**src/hdmiVideo_macros.svh**
```systemverilog
/*
 * HDMI video transmitter constants
 * 720x480p raster counts, Neo Geo picture window, encoder pipeline depth,
 * preamble and guard band lengths, colour word layout and TMDS codes
 */
`ifndef HDMIVIDEO_MACROS_SVH
`define HDMIVIDEO_MACROS_SVH

////////////////////////////////////////
// Raster counts for 720x480p
////////////////////////////////////////
`define H_ACTIVE 720
`define H_TOTAL 858
`define H_FRONT 16
`define H_SYNC 62
`define V_ACTIVE 480
`define V_TOTAL 525
`define V_FRONT 9
`define V_SYNC 6

// Neo Geo picture is 640 wide, centred in the 720 active pixels
`define NEO_WIDTH 640
`define CENTER_X 40

// Pipeline depth of the TMDS encoder
`define ENC_DELAY 2

// Video preamble and leading guard band, both at the end of each line
`define PREAMBLE_LEN 8
`define GUARD_LEN 2

////////////////////////////////////////
// Neo Geo 17-bit colour word
////////////////////////////////////////
`define NEO_RED_LSB 0
`define NEO_GREEN_LSB 5
`define NEO_BLUE_LSB 10
// Shared low bit, appended under every 5-bit field
`define NEO_LOW_BIT 15
// Full brightness, clear means shadowed
`define NEO_FULL_BIT 16

// Video guard band symbols
`define GUARD_RB 10'b1011001100
`define GUARD_G 10'b0100110011

// Control period tokens, indexed by {C1, C0}
`define CTRL_TOKEN0 10'b1101010100
`define CTRL_TOKEN1 10'b0010101011
`define CTRL_TOKEN2 10'b0101010100
`define CTRL_TOKEN3 10'b1010101011

`endif

```
**src/hdmiVideoPkg.sv**
```systemverilog
/*
 * HDMI video types
 * TMDS channel symbol with raw and video views, and the scanline
 * effect selection shared by the raster generator and the shader
 */
package hdmiVideoPkg;

	////////////////////////////////////////
	// TMDS channel symbol
	////////////////////////////////////////

	// Raw view carries control tokens and guard bands as whole codes
	// Video view splits a DC-balanced video word into its fields
	typedef union packed {
		logic [9:0] raw;
		struct packed {
			// Payload sent inverted to pull the running disparity back
			logic       dcInvert;
			// Set when the XOR chain was used, clear for XNOR
			logic       xnorMode;
			logic [7:0] payload;
		} video;
	} tmdsSymbol_u;

	////////////////////////////////////////
	// Scanline effects
	////////////////////////////////////////

	// Bit 0 swaps the dimmed line parity every frame
	// Bit 1 blanks the dimmed lines instead of halving them
	typedef enum logic [2:0] {
		scanHalfOdd  = 3'd0,
		scanHalfAlt  = 3'd1,
		scanBlackOdd = 3'd2,
		scanBlackAlt = 3'd3,
		// Every line at full brightness
		scanDouble   = 3'd4
	} scanMode_e;

endpackage

```
**src/rasterTiming.sv**
```systemverilog
/*
 * Raster generator
 * Free-running 858x525 pixel and line counters, active-low syncs,
 * active video area, centred Neo Geo pixel requests and the
 * per-frame scanline parity
 */
`timescale 1ns/1ps
`include "hdmiVideo_macros.svh"

module rasterTiming import hdmiVideoPkg::*; (
	input  logic       pixclk,
	input  logic       rstN,
	input  scanMode_e  scanMode,
	output logic [9:0] counterX,
	output logic [9:0] counterY,
	output logic       hSync,
	output logic       vSync,
	output logic       drawArea,
	output logic [9:0] pixelX,
	output logic [8:0] pixelY,
	output logic       pixelValid,
	output logic       showLine
);
	localparam logic [9:0] LAST_X = 10'(`H_TOTAL - 1);
	localparam logic [9:0] LAST_Y = 10'(`V_TOTAL - 1);
	localparam logic [9:0] H_ACT = 10'(`H_ACTIVE);
	localparam logic [9:0] V_ACT = 10'(`V_ACTIVE);
	localparam logic [9:0] HS_START = 10'(`H_ACTIVE + `H_FRONT);
	localparam logic [9:0] HS_END = 10'(`H_ACTIVE + `H_FRONT + `H_SYNC);
	// vSync switches on the line before, at the hSync start position
	localparam logic [9:0] VS_START = 10'(`V_ACTIVE + `V_FRONT - 1);
	localparam logic [9:0] VS_END = 10'(`V_ACTIVE + `V_FRONT + `V_SYNC - 1);
	localparam logic [9:0] WIN_START = 10'(`CENTER_X);
	localparam logic [9:0] WIN_END = 10'(`CENTER_X + `NEO_WIDTH);

	logic [9:0] nextX;
	logic [9:0] nextY;
	logic       lineEnd;
	logic       frameEnd;
	scanMode_e  modeLatch;
	scanMode_e  nextMode;
	logic       frameParity;
	logic       nextParity;
	logic       inWindow;
	logic       vsActive;

	////////////////////////////////////////
	// Counter lookahead
	////////////////////////////////////////
	always_comb begin
		lineEnd = (counterX == LAST_X);
		frameEnd = lineEnd && (counterY == LAST_Y);
		nextX = lineEnd ? 10'd0 : counterX + 10'd1;
		nextY = lineEnd ? (frameEnd ? 10'd0 : counterY + 10'd1) : counterY;
		// Mode and parity that the next position belongs to
		nextMode = frameEnd ? scanMode : modeLatch;
		nextParity = (frameEnd && scanMode[0]) ? ~frameParity : frameParity;
		// Request window is judged one pixel ahead
		// so the shaded colour lines up with drawArea
		inWindow = (nextX >= WIN_START) && (nextX < WIN_END) && (nextY < V_ACT);
		vsActive = ((counterY > VS_START) || (counterY == VS_START && counterX >= HS_START))
			&& ((counterY < VS_END) || (counterY == VS_END && counterX < HS_START));
	end

	always_ff @(posedge pixclk or negedge rstN) begin
		if (!rstN) begin
			counterX <= '0;
			counterY <= '0;
			modeLatch <= scanDouble;
			frameParity <= 1'b0;
			hSync <= 1'b1;
			vSync <= 1'b1;
			drawArea <= 1'b0;
			pixelX <= '0;
			pixelY <= '0;
			pixelValid <= 1'b0;
			showLine <= 1'b0;
		end else begin
			counterX <= nextX;
			counterY <= nextY;
			modeLatch <= nextMode;
			frameParity <= nextParity;
			// Syncs and area follow the current count
			hSync <= !((counterX >= HS_START) && (counterX < HS_END));
			vSync <= !vsActive;
			drawArea <= (counterX < H_ACT) && (counterY < V_ACT);
			// Request for the next count
			pixelX <= inWindow ? nextX - WIN_START : '0;
			pixelY <= inWindow ? nextY[8:0] : '0;
			pixelValid <= inWindow;
			// Full line when parity matches the frame, or plain doubling
			showLine <= (nextY[0] == nextParity) || (nextMode == scanDouble);
		end
	end

endmodule

```
**src/scanlineShader.sv**
```systemverilog
/*
 * Scanline shader
 * Expands the Neo Geo 17-bit colour word to 8 bits per channel
 * and dims or blanks the lines that the scanline effect hides
 */
`timescale 1ns/1ps
`include "hdmiVideo_macros.svh"

module scanlineShader import hdmiVideoPkg::*; (
	input  logic       pixclk,
	input  logic       rstN,
	input  logic [16:0] neoPixel,
	input  logic       pixelValid,
	input  logic       showLine,
	input  scanMode_e  scanMode,
	output logic [7:0] red,
	output logic [7:0] green,
	output logic [7:0] blue
);

	////////////////////////////////////////
	// Colour expansion
	////////////////////////////////////////

	// 6-bit level is the 5-bit field over the shared low bit
	// Three shares when shadowed, four at full brightness, so 252 max
	function automatic logic [7:0] expandField(
		input logic [4:0] field,
		input logic       lowBit,
		input logic       fullBit
	);
		logic [7:0] level;
		level = {2'b00, field, lowBit};
		return level * 8'd3 + (fullBit ? level : 8'd0);
	endfunction

	// Hidden lines are halved, or blanked in the black modes
	function automatic logic [7:0] dimLevel(
		input logic [7:0] level,
		input logic       show,
		input logic       blackOut
	);
		if (show) begin
			return level;
		end
		return blackOut ? 8'd0 : {1'b0, level[7:1]};
	endfunction

	logic [7:0] redFull;
	logic [7:0] greenFull;
	logic [7:0] blueFull;

	assign redFull = expandField(neoPixel[`NEO_RED_LSB +: 5],
		neoPixel[`NEO_LOW_BIT], neoPixel[`NEO_FULL_BIT]);
	assign greenFull = expandField(neoPixel[`NEO_GREEN_LSB +: 5],
		neoPixel[`NEO_LOW_BIT], neoPixel[`NEO_FULL_BIT]);
	assign blueFull = expandField(neoPixel[`NEO_BLUE_LSB +: 5],
		neoPixel[`NEO_LOW_BIT], neoPixel[`NEO_FULL_BIT]);

	// One register stage, border pixels are black
	always_ff @(posedge pixclk or negedge rstN) begin
		if (!rstN) begin
			red <= '0;
			green <= '0;
			blue <= '0;
		end else if (!pixelValid) begin
			red <= '0;
			green <= '0;
			blue <= '0;
		end else begin
			red <= dimLevel(redFull, showLine, scanMode[1]);
			green <= dimLevel(greenFull, showLine, scanMode[1]);
			blue <= dimLevel(blueFull, showLine, scanMode[1]);
		end
	end

endmodule

```
**src/tmdsEncoder.sv**
```systemverilog
/*
 * TMDS video encoder
 * Stage one picks XOR or XNOR transition minimisation.
 * Stage two tracks running disparity, inverts words to balance it
 * and sends a control token whenever video is off
 */
`timescale 1ns/1ps
`include "hdmiVideo_macros.svh"

module tmdsEncoder import hdmiVideoPkg::*; (
	input  logic        pixclk,
	input  logic        rstN,
	input  logic [7:0]  videoData,
	input  logic [1:0]  ctrlData,
	input  logic        videoEnable,
	output tmdsSymbol_u symbol
);
	logic [3:0]        dataOnes;
	logic              useXnor;
	logic [8:0]        qmNext;
	logic [8:0]        qm;
	logic [1:0]        ctrlReg;
	logic              enableReg;
	logic [3:0]        qmOnes;
	// Ones minus zeros of the stage-one word
	logic signed [5:0] qmBalance;
	logic signed [5:0] disparity;
	logic              invertWord;

	////////////////////////////////////////
	// Stage one
	////////////////////////////////////////
	always_comb begin
		dataOnes = 4'($countones(videoData));
		useXnor = (dataOnes > 4'd4) || (dataOnes == 4'd4 && !videoData[0]);
		qmNext[0] = videoData[0];
		for (int i = 1; i < 8; i++) begin
			qmNext[i] = useXnor ? ~(qmNext[i-1] ^ videoData[i]) : qmNext[i-1] ^ videoData[i];
		end
		qmNext[8] = ~useXnor;
	end

	always_ff @(posedge pixclk) begin
		qm <= qmNext;
		ctrlReg <= ctrlData;
	end

	////////////////////////////////////////
	// Stage two
	////////////////////////////////////////
	always_comb begin
		qmOnes = 4'($countones(qm[7:0]));
		qmBalance = signed'({1'b0, qmOnes, 1'b0}) - 6'sd8;
		// Neutral case follows the chain type, else push against the sign
		if (disparity == 6'sd0 || qmBalance == 6'sd0)
			invertWord = !qm[8];
		else
			invertWord = (disparity[5] == qmBalance[5]);
	end

	always_ff @(posedge pixclk or negedge rstN) begin
		if (!rstN) begin
			enableReg <= 1'b0;
			disparity <= '0;
		end else begin
			enableReg <= videoEnable;
			if (!enableReg)
				disparity <= '0;
			else if (disparity == 6'sd0 || qmBalance == 6'sd0)
				disparity <= invertWord ? disparity - qmBalance : disparity + qmBalance;
			else if (invertWord)
				disparity <= disparity + (qm[8] ? 6'sd2 : 6'sd0) - qmBalance;
			else
				disparity <= disparity - (qm[8] ? 6'sd0 : 6'sd2) + qmBalance;
		end
	end

	always_ff @(posedge pixclk) begin
		if (enableReg) begin
			symbol.video.dcInvert <= invertWord;
			symbol.video.xnorMode <= qm[8];
			symbol.video.payload <= invertWord ? ~qm[7:0] : qm[7:0];
		end else begin
			case (ctrlReg)
				2'b00: symbol.raw <= `CTRL_TOKEN0;
				2'b01: symbol.raw <= `CTRL_TOKEN1;
				2'b10: symbol.raw <= `CTRL_TOKEN2;
				default: symbol.raw <= `CTRL_TOKEN3;
			endcase
		end
	end

endmodule

```
**src/periodSequencer.sv**
```systemverilog
/*
 * Video period sequencer
 * Drives the video preamble control codes at the end of each line
 * and swaps in the guard band symbols just before active video
 */
`timescale 1ns/1ps
`include "hdmiVideo_macros.svh"

module periodSequencer import hdmiVideoPkg::*; (
	input  logic        pixclk,
	input  logic        rstN,
	input  logic [9:0]  counterX,
	input  logic        hSync,
	input  logic        vSync,
	output logic [1:0]  redCtrl,
	output logic [1:0]  greenCtrl,
	output logic [1:0]  blueCtrl,
	input  tmdsSymbol_u redIn,
	input  tmdsSymbol_u greenIn,
	input  tmdsSymbol_u blueIn,
	output tmdsSymbol_u tmdsRed,
	output tmdsSymbol_u tmdsGreen,
	output tmdsSymbol_u tmdsBlue
);
	localparam logic [9:0] PREAMBLE_START = 10'(`H_TOTAL - `PREAMBLE_LEN - `GUARD_LEN);
	localparam logic [9:0] GUARD_START = 10'(`H_TOTAL - `GUARD_LEN);

	logic                  preamble;
	logic                  guardBand;
	// Guard flag travelling alongside the encoder stages
	logic [`ENC_DELAY-1:0] guardPipe;

	////////////////////////////////////////
	// Period timing
	////////////////////////////////////////
	always_ff @(posedge pixclk or negedge rstN) begin
		if (!rstN) begin
			preamble <= 1'b0;
			guardBand <= 1'b0;
			guardPipe <= '0;
		end else begin
			// Registered once, in step with the syncs
			preamble <= (counterX >= PREAMBLE_START) && (counterX < GUARD_START);
			guardBand <= (counterX >= GUARD_START);
			guardPipe <= {guardPipe[`ENC_DELAY-2:0], guardBand};
		end
	end

	// Video preamble is CTL0 high, CTL1 to CTL3 low
	assign redCtrl = 2'b00;
	assign greenCtrl = {1'b0, preamble};
	assign blueCtrl = {vSync, hSync};

	// Output register, guard band overrides the encoded symbols
	always_ff @(posedge pixclk or negedge rstN) begin
		if (!rstN) begin
			tmdsRed.raw <= `CTRL_TOKEN0;
			tmdsGreen.raw <= `CTRL_TOKEN0;
			// Both syncs inactive
			tmdsBlue.raw <= `CTRL_TOKEN3;
		end else if (guardPipe[`ENC_DELAY-1]) begin
			tmdsRed.raw <= `GUARD_RB;
			tmdsGreen.raw <= `GUARD_G;
			tmdsBlue.raw <= `GUARD_RB;
		end else begin
			tmdsRed <= redIn;
			tmdsGreen <= greenIn;
			tmdsBlue <= blueIn;
		end
	end

endmodule

```
**src/hdmiVideoTop.sv**
```systemverilog
/*
 * HDMI video transmitter top level
 * Raster generator, scanline shader, one TMDS encoder per channel
 * and the period sequencer on the output side
 */
`timescale 1ns/1ps

module hdmiVideoTop import hdmiVideoPkg::*; (
	input  logic        pixclk,
	input  logic        rstN,
	input  logic [16:0] neoPixel,
	input  scanMode_e   scanMode,
	output logic [9:0]  pixelX,
	output logic [8:0]  pixelY,
	output logic        pixelValid,
	output tmdsSymbol_u tmdsRed,
	output tmdsSymbol_u tmdsGreen,
	output tmdsSymbol_u tmdsBlue
);
	logic [9:0]  counterX;
	logic        hSync;
	logic        vSync;
	logic        drawArea;
	logic        showLine;
	logic [7:0]  red;
	logic [7:0]  green;
	logic [7:0]  blue;
	logic [1:0]  redCtrl;
	logic [1:0]  greenCtrl;
	logic [1:0]  blueCtrl;
	tmdsSymbol_u encRedSym;
	tmdsSymbol_u encGreenSym;
	tmdsSymbol_u encBlueSym;

	////////////////////////////////////////
	// Input side
	////////////////////////////////////////
	// The sequencer needs only the pixel count
	rasterTiming raster (
		.pixclk(pixclk), .rstN(rstN), .scanMode(scanMode),
		.counterX(counterX), .counterY(),
		.hSync(hSync), .vSync(vSync), .drawArea(drawArea),
		.pixelX(pixelX), .pixelY(pixelY), .pixelValid(pixelValid),
		.showLine(showLine)
	);

	////////////////////////////////////////
	// Processing
	////////////////////////////////////////
	scanlineShader shader (
		.pixclk(pixclk), .rstN(rstN), .neoPixel(neoPixel),
		.pixelValid(pixelValid), .showLine(showLine), .scanMode(scanMode),
		.red(red), .green(green), .blue(blue)
	);

	tmdsEncoder encRed (
		.pixclk(pixclk), .rstN(rstN), .videoData(red), .ctrlData(redCtrl),
		.videoEnable(drawArea), .symbol(encRedSym)
	);
	tmdsEncoder encGreen (
		.pixclk(pixclk), .rstN(rstN), .videoData(green), .ctrlData(greenCtrl),
		.videoEnable(drawArea), .symbol(encGreenSym)
	);
	// Blue control carries the syncs
	tmdsEncoder encBlue (
		.pixclk(pixclk), .rstN(rstN), .videoData(blue), .ctrlData(blueCtrl),
		.videoEnable(drawArea), .symbol(encBlueSym)
	);

	////////////////////////////////////////
	// Output side
	////////////////////////////////////////
	periodSequencer sequencer (
		.pixclk(pixclk), .rstN(rstN), .counterX(counterX),
		.hSync(hSync), .vSync(vSync),
		.redCtrl(redCtrl), .greenCtrl(greenCtrl), .blueCtrl(blueCtrl),
		.redIn(encRedSym), .greenIn(encGreenSym), .blueIn(encBlueSym),
		.tmdsRed(tmdsRed), .tmdsGreen(tmdsGreen), .tmdsBlue(tmdsBlue)
	);

endmodule

```
**config.mk**
```make
export PLATFORM = sky130hd
export DESIGN_NAME = hdmiVideoTop
export DESIGN_NICKNAME = d
export VERILOG_FILES = /design/src/hdmiVideoPkg.sv /design/src/rasterTiming.sv /design/src/scanlineShader.sv /design/src/tmdsEncoder.sv /design/src/periodSequencer.sv /design/src/hdmiVideoTop.sv
export VERILOG_INCLUDE_DIRS = /design/src
export SDC_FILE = /design/constraint.sdc
export NUM_CORES = 1
export LEC_CHECK = 0
export ABC_CLOCK_PERIOD_IN_PS = 17100
export BUFFER_PORTS_ARGS = -buffer_cell sky130_fd_sc_hd__buf_2
export CAP_MARGIN = 0
export CORE_MARGIN = 5
export CORE_UTILIZATION = 55
export CTS_BUF_LIST = sky130_fd_sc_hd__clkbuf_2 sky130_fd_sc_hd__clkbuf_4 sky130_fd_sc_hd__clkbuf_8
export DETAILED_ROUTE_END_ITERATION = 10
export GPL_TIMING_DRIVEN = 0
export PLACE_DENSITY = 0.8
export SLEW_MARGIN = 20
export SYNTH_ARGS = -nofsm -noshare
export SYNTH_HDL_FRONTEND = slang
export SYNTH_SLANG_ARGS = --single-unit
```
**constraint.sdc**
```tcl
create_clock -name pixclk -period 17.1 [get_ports pixclk]
set_input_delay 2.565 -clock pixclk [delete_from_list [all_inputs] [get_ports pixclk]]
set_output_delay 2.565 -clock pixclk [all_outputs]
set_load 0.005 [all_outputs]
```
# Word-level counts from Yosys, hierarchy flattened
# Cells that the tools add are included.
# W data, S select, Z words.
[op_classes]
n_addsub = 69
mul = 3
order_cmp = 16
eq_ne = 14
muxes = 76
bitwise_logic = 49
n_reduce_logical = 38
[ops]
columns = ["cell", "n"]
rows = [
  ["$mux W8", 12],
  ["$mux W10", 9],
  ["$mux W6", 15],
  ["$add A4 B4 Y4", 18],
  ["$add A6 B6 Y6", 9],
  ["$sub A6 B6 Y6", 9],
  ["$lt A10 B10 Y1 const B", 5],
  ["$add A1 B1 Y2", 24],
  ["$logic_not A6 Y1", 6],
  ["$ge A10 B10 Y1 const B", 3],
  ["$lt A10 B9 Y1 const B", 3],
  ["$pmux W10 S3", 1],
  ["$mux W1", 27],
  ["$not A1 Y1", 25],
  ["$add A8 B8 Y8", 3],
  ["$mul A6 B2 Y8 const B", 3],
  ["$not A8 Y8", 3],
  ["$mux W7", 3],
  ["$xor A1 B1 Y1", 21],
  ["$add A10 B1 Y10 const B", 2],
  ["$eq A10 B10 Y1 const B", 2],
  ["$eq A10 B9 Y1 const B", 2],
  ["$pmux W10 S2", 1],
  ["$sub A5 B4 Y6 const B", 3],
  ["other kinds (16)", 56],
]
[totals]
ff_bits = 185
input_bits = 22
out_inout_bits = 50
wordCells = 297

# Depth between registers and ports, before layout
[depth]
depth_word = 25
mapped_depth = 25

# Hierarchy
# A second synthesis with hierarchy kept.
[unflattened]
cells_unflattened = 1167
hier_area_um2 = 12283.0
[by_module_without_submodules]
columns = ["module", "n_inst", "cells_each", "area_each_um2", "seq_area_each_um2"]
rows = [
  ["rasterTiming", 1, 230, 2591.2, 1204.9],
  ["tmdsEncoder at encGreen", 1, 212, 2144.6, 570.5],
  ["tmdsEncoder at encRed", 1, 216, 2137.0, 570.5],
  ["tmdsEncoder at encBlue", 1, 217, 2128.3, 570.5],
  ["scanlineShader", 1, 213, 2110.8, 600.6],
  ["periodSequencer", 1, 79, 1171.1, 870.8],
]

# Worst setup path before layout
# OpenSTA, ideal clock, no wires.
[synth_path]
kind = "register to register"
from = "register encRed.qm[6]"
to = "register encRed.disparity[5]"
arrival_ns = 5.270
required_time_ns = 17.006
slack_ns = 11.736
stages_incl_launch_ff = 23
synth_period_minus_slack_ns = 5.364
cell_sequence = "dfxtp_1 > ha_1 > fa_1 > fa_1 > ha_1 > inv_1 > fa_1 > inv_1 > ha_1 > and2_1 > ha_1 > a21oi_1 > clkbuf_1 > nand2_1 > o21ai_0 > clkbuf_1 > mux2i_1 > fa_1 > a21o_1 > a21oi_1 > xnor2_1 > nor2_1 > a211oi_1"
[synth_between]
elab_chain_cells = 10
elab_cells_between_ends = 16
cone_classes = "8 x add/sub; 1 x eq/ne; 5 x mux; 2 x reduce/logical"
[synth_lines]
columns = ["element", "line_no", "rtl"]
rows = [
  ["start, declared", "tmdsEncoder.sv:21", "logic [8:0] qm;"],
  ["start signal, assigned", "tmdsEncoder.sv:44", "qm <= qmNext;"],
  ["$add A1 B1 Y2 (implied by the code) *", "tmdsEncoder.sv:52", "qmOnes = 4'($countones(qm[7:0]));"],
  ["$add A4 B4 Y4 (implied by the code) * (2 in series)", "tmdsEncoder.sv:52", ""],
  ["$sub A5 B4 Y6 *", "tmdsEncoder.sv:53", "qmBalance = signed'({1'b0, qmOnes, 1'b0}) - 6'sd8;"],
  ["parallel branches: the longest is 4 deep, another holds $add A6 B6 Y6", "n/a", ""],
  ["$mux W6 *", "tmdsEncoder.sv:69", "else if (disparity == 6'sd0 || qmBalance == 6'sd0)"],
  ["$mux W6 *", "tmdsEncoder.sv:67", "if (!enableReg)"],
  ["end signal, assigned", "tmdsEncoder.sv:70", "disparity <= invertWord ? disparity - qmBalance : disparity + qmBalance;"],
  ["end signal, assigned", "tmdsEncoder.sv:72", "disparity <= disparity + (qm[8] ? 6'sd2 : 6'sd0) - qmBalance;"],
  ["end signal, assigned", "tmdsEncoder.sv:74", "disparity <= disparity - (qm[8] ? 6'sd0 : 6'sd2) + qmBalance;"],
  ["end, declared", "tmdsEncoder.sv:27", "logic signed [5:0] disparity;"],
]
# Mark *: on every way between the ends.
# A chain may end at the register's enable or synchronous reset.

# Worst setup path in the final report
# Same ends and word-level chain as after synthesis.

==> metrics.txt <==
# TYPE chip_impl_metric gauge
chip_impl_info{name="critical_path.endpoint",value="encRed.disparity[5]"} 1
chip_impl_info{name="worstSetupPathType",value="reg -> reg"} 1
chip_impl_metric{name="dieWidth",unit="um"} 152
chip_impl_metric{name="floorplan.io_pins",unit=""} 72
chip_impl_metric{name="nNetsFinal",unit=""} 1362
chip_impl_metric{name="sequential_cell_area",unit="um^2"} 4280
chip_impl_metric{name="drv.max_cap_violation_count",unit=""} 0
chip_impl_info{name="crit-reg2reg-capture",value="encRed.disparity[5]"} 1
chip_impl_info{name="synthDominantAreaCellType",value="sky130_fd_sc_hd__dfrtp_1"} 1
chip_impl_info{name="status",value="finished clean"} 1
chip_impl_info{name="timing.critical_path.from_type",value="flip-flop"} 1
chip_impl_metric{name="area.growth.synth_to_final",unit="%"} 10.3
chip_impl_metric{name="remaining_drc_errors",unit=""} 0
chip_impl_metric{name="number_of_enable_type_register_cells_in_the_synthesized_netlist",unit=""} 0
chip_impl_metric{name="multi_input_area",unit="um^2"} 6200
chip_impl_metric{name="worst_slew_margin_rel",unit=""} 0.427
chip_impl_metric{name="drt_pre_antenna_iters",unit=""} 5
chip_impl_info{name="crit_path_end_kind",value="flip-flop"} 1
chip_impl_metric{name="core.rowCount",unit=""} 52
chip_impl_metric{name="dieArea",unit="um^2"} 23200
chip_impl_metric{name="final-hold-violation-count",unit=""} 0
chip_impl_metric{name="initial_utilization",unit=""} 0.554
chip_impl_metric{name="setup_viol_count_final",unit=""} 0
chip_impl_metric{name="final_period_minus_worst_setup_slack",unit="ns"} 6.04
chip_impl_metric{name="max-clock-path-buffers",unit=""} 2
chip_impl_metric{name="routabilityCongestion",unit=""} 0.841
chip_impl_metric{name="coreArea",unit="um^2"} 20100
chip_impl_metric{name="cts_sink_count",unit=""} 182
chip_impl_metric{name="n_antenna_cell",unit=""} 0
chip_impl_metric{name="wl_per_cell",unit="um"} 13.4
chip_impl_metric{name="detailed_place_hpwl",unit="mm"} 15.6
chip_impl_metric{name="cts_resized",unit=""} 0
chip_impl_metric{name="synth.yosys.seq_area_share",unit=""} 0.384
chip_impl_info{name="layout.cells.most_common",value="sky130_fd_sc_hd__inv_1"} 1
chip_impl_metric{name="netlist_instances",unit=""} 1067
chip_impl_metric{name="path_max_fanout",unit=""} 10
chip_impl_metric{name="antenna_violations_before_repair",unit=""} 0
chip_impl_metric{name="drt.antenna.violating_nets",unit=""} 0
chip_impl_info{name="startpoint",value="encRed.qm[6]"} 1
chip_impl_metric{name="yosys_register_bits",unit=""} 182
chip_impl_info{name="mostFrequentLayoutCells",value="sky130_fd_sc_hd__inv_1, sky130_fd_sc_hd__ha_1, sky130_fd_sc_hd__dfrtp_1"} 1
chip_impl_metric{name="wire_length_of_the_first_global_routing_pass",unit="mm"} 34.2
chip_impl_metric{name="grt_max_degree",unit=""} 72
chip_impl_info{name="grt_setup_unrepaired",value="false"} 1
chip_impl_metric{name="ys_async_sr_fraction",unit=""} 0.670
chip_impl_info{name="cts.root.buffer_cell",value="sky130_fd_sc_hd__clkbuf_8"} 1
chip_impl_metric{name="synth.net_count",unit=""} 1271
chip_impl_metric{name="preCtsSetupSlack",unit="ns"} 11.11
chip_impl_metric{name="synth.avg_cell_area",unit="um^2"} 10.4
chip_impl_metric{name="clk_transition_reported_paths",unit="ns"} 0.11
chip_impl_metric{name="fin_worst_skew",unit="ns"} 0.0211
chip_impl_info{name="worst_hold_path_type",value="reg -> reg"} 1
chip_impl_metric{name="slew_viol_final",unit=""} 0
chip_impl_metric{name="totalWireLength",unit="mm"} 19.3
chip_impl_metric{name="ys_types",unit=""} 61
chip_impl_metric{name="h-tree-depth",unit=""} 4
chip_impl_info{name="most_used_dff_post_synth",value="sky130_fd_sc_hd__dfrtp_1"} 1
chip_impl_metric{name="synth_area",unit="um^2"} 11100
chip_impl_metric{name="fmaxAchievable",unit="MHz"} 166
chip_impl_metric{name="yosysTopAreaCellShare",unit=""} 0.231
chip_impl_metric{name="worst_path_arrival_time",unit="ns"} 6.40
chip_impl_metric{name="ys.warnings.count",unit=""} 0
chip_impl_metric{name="routed-via-count",unit=""} 7230
chip_impl_metric{name="timing.reg2reg.worst_path_depth",unit=""} 22
chip_impl_metric{name="reg2reg_setup_slack",unit="ns"} 11.06
chip_impl_metric{name="worst-slew-pin-transition",unit="ns"} 0.853
chip_impl_metric{name="drt-vias-per-instance",unit=""} 5.02
chip_impl_metric{name="fillerInstances",unit=""} 1620
chip_impl_metric{name="hold_buffers",unit=""} 0
chip_impl_metric{name="io_buffer_count",unit=""} 71
chip_impl_metric{name="grt_pass1_vias",unit=""} 7254
chip_impl_metric{name="worst-endpoint-required",unit="ns"} 17.46
chip_impl_metric{name="post-cts-setup-buffer-count",unit=""} 0
chip_impl_metric{name="post-route-worst-setup-slack",unit="ns"} 11.06
chip_impl_metric{name="clk-insertion-delay-late",unit="ns"} 0.46
chip_impl_info{name="rr_startpoint",value="encRed.qm[6]"} 1
chip_impl_metric{name="cts_inserted_buffers",unit=""} 17
chip_impl_metric{name="global_route.usage.total",unit=""} 0.174
chip_impl_info{name="cts_tree",value="yes"} 1
chip_impl_metric{name="floorplan.die.height",unit="um"} 152
chip_impl_info{name="ys_top_cells_by_area",value="sky130_fd_sc_hd__dfrtp_1, sky130_fd_sc_hd__ha_1, sky130_fd_sc_hd__dfxtp_1"} 1
chip_impl_metric{name="fin_crit_sh",unit=""} 0.353
chip_impl_metric{name="overflow",unit=""} 0
chip_impl_metric{name="first_iter_violations",unit=""} 358
chip_impl_metric{name="drive_gt1_frac",unit=""} 0.148
chip_impl_metric{name="setup-tns-final",unit="ns"} 0
state kept, by name, summed over array words and instances, names as in the netlist, 2 cells and up:
name	count
encBlue.symbol	10
raster.pixelY	9
raster.counterX	10
encRed.disparity	5
encGreen.qm	9
raster.pixelX	10
sequencer.tmdsGreen	10
sequencer.tmdsBlue	10
raster.counterY	10
raster.modeLatch	3
shader.red	8
encBlue.ctrlReg	2
encGreen.symbol	10
sequencer.tmdsRed	10
shader.blue	8
encRed.symbol	10
encRed.qm	9
encBlue.disparity	5
shader.green	8
encBlue.qm	9
encGreen.disparity	5
sequencer.guardPipe	2
cells by family (layout without fill, tap and decap cells):
| group | Yosys count | count (layout) | synth area share |
|---|---|---|---|
| and+or+nand+nor | 233 | 233 | 0.114 |
| adders and majority gates | 182 | 182 | 0.243 |
| DFF | 182 | 182 | 0.384 |
| buffers and inverters | 167 | 271 | 0.0594 |
| AOI/OAI and AO/OA | 164 | 164 | 0.0884 |
| xor gates and xnor gates | 125 | 125 | 0.0983 |
| muxes | 14 | 14 | 0.0128 |
synth_stat cells, types with 4 or more instances:
library cell and instances:
sky130_fd_sc_hd__inv_1 137, sky130_fd_sc_hd__ha_1 125, sky130_fd_sc_hd__dfrtp_1 103, sky130_fd_sc_hd__xnor2_1 91
sky130_fd_sc_hd__nor2_1 67, sky130_fd_sc_hd__dfxtp_1 60, sky130_fd_sc_hd__fa_1 57, sky130_fd_sc_hd__a21oi_1 55
sky130_fd_sc_hd__nand2_1 45, sky130_fd_sc_hd__o21ai_0 44, sky130_fd_sc_hd__xor2_1 34, sky130_fd_sc_hd__and2_1 23
sky130_fd_sc_hd__a21o_1 22, sky130_fd_sc_hd__dfstp_2 19, sky130_fd_sc_hd__nor2b_1 19, sky130_fd_sc_hd__clkbuf_1 18
sky130_fd_sc_hd__or2_2 15, sky130_fd_sc_hd__mux2i_1 12, sky130_fd_sc_hd__a211oi_1 9, sky130_fd_sc_hd__and2_4 9
sky130_fd_sc_hd__nand3_1 9, sky130_fd_sc_hd__nor3_1 9, sky130_fd_sc_hd__o22ai_1 8, sky130_fd_sc_hd__buf_2 7
sky130_fd_sc_hd__o21bai_1 7, sky130_fd_sc_hd__nand2b_1 5, sky130_fd_sc_hd__a22o_1 4, sky130_fd_sc_hd__nand4_1 4
layout make-up:
class | instances | area share
repair buffers | 72 | 0.0317
inverters | 138 | 0.0422
well taps | 270 | 0.0275
flip-flops and latches | 182 | 0.348
multi-input cells | 718 | 0.505
plain buffers | 29 | 0.0117
clock buffers | 17 | 0.0191
clock inverters | 15 | 0.0149
worst min path at each step:
stage	startpoint	endpoint	slack, ns	cells after the start
2_1_floorplan	sequencer.preamble	encGreen.ctrlReg[0]	0.32	0
3_3_place_gp	sequencer.guardBand	sequencer.guardPipe[0]	0.33	0
3_5_place_dp	sequencer.guardBand	sequencer.guardPipe[0]	0.34	0
4_1_cts	raster.drawArea	encBlue.enableReg	0.35	0
5_1_grt	raster.drawArea	encBlue.enableReg	0.37	0
6_report	raster.drawArea	encBlue.enableReg	0.35	0
worst max-delay path: stages (launching register included):
cell	delay, ns
sky130_fd_sc_hd__dfxtp_1	0.34
sky130_fd_sc_hd__ha_1	0.22
sky130_fd_sc_hd__fa_1	0.51
sky130_fd_sc_hd__fa_1	0.55
sky130_fd_sc_hd__ha_1	0.15
sky130_fd_sc_hd__inv_1	0.05
sky130_fd_sc_hd__fa_1	0.54
sky130_fd_sc_hd__inv_1	0.13
sky130_fd_sc_hd__ha_1	0.21
sky130_fd_sc_hd__and2_1	0.15
sky130_fd_sc_hd__ha_1	0.19
sky130_fd_sc_hd__a21oi_1	0.13
sky130_fd_sc_hd__clkbuf_1	0.38
sky130_fd_sc_hd__nand2_1	0.08
sky130_fd_sc_hd__o21ai_0	0.17
sky130_fd_sc_hd__clkbuf_1	0.59
sky130_fd_sc_hd__mux2i_1	0.28
sky130_fd_sc_hd__fa_1	0.48
sky130_fd_sc_hd__a21o_1	0.20
sky130_fd_sc_hd__a21oi_1	0.18
sky130_fd_sc_hd__xnor2_1	0.13
sky130_fd_sc_hd__nor2_1	0.05
sky130_fd_sc_hd__a211oi_1	0.24
metal layers:
layer  global-route usage  vias up  routed length, um
li1                     -     3638                  -
met1                0.245     3457               9290
met2                0.283      124               9170
met3               0.0378       11                745
met4               0.0355        0                140
met5                    0        -                  0
per-stage QoR:
stage / instance area (um^2) / hold slack, ns / util / std cells
floorplan: 11100 / 0.324 / - / 1067
global placement: 11800 / 0.334 / 0.588 / 1408
detailed placement: 11900 / 0.342 / 0.590 / 1409
CTS: 12300 / 0.355 / 0.611 / 1441
global route: 12300 / 0.372 / 0.611 / 1441
finish: 12300 / 0.354 / 0.611 / 1441
Power is left out: the tool's default activity adds up to more than one toggle a clock period on the data nets, which glitch-free logic cannot reach.
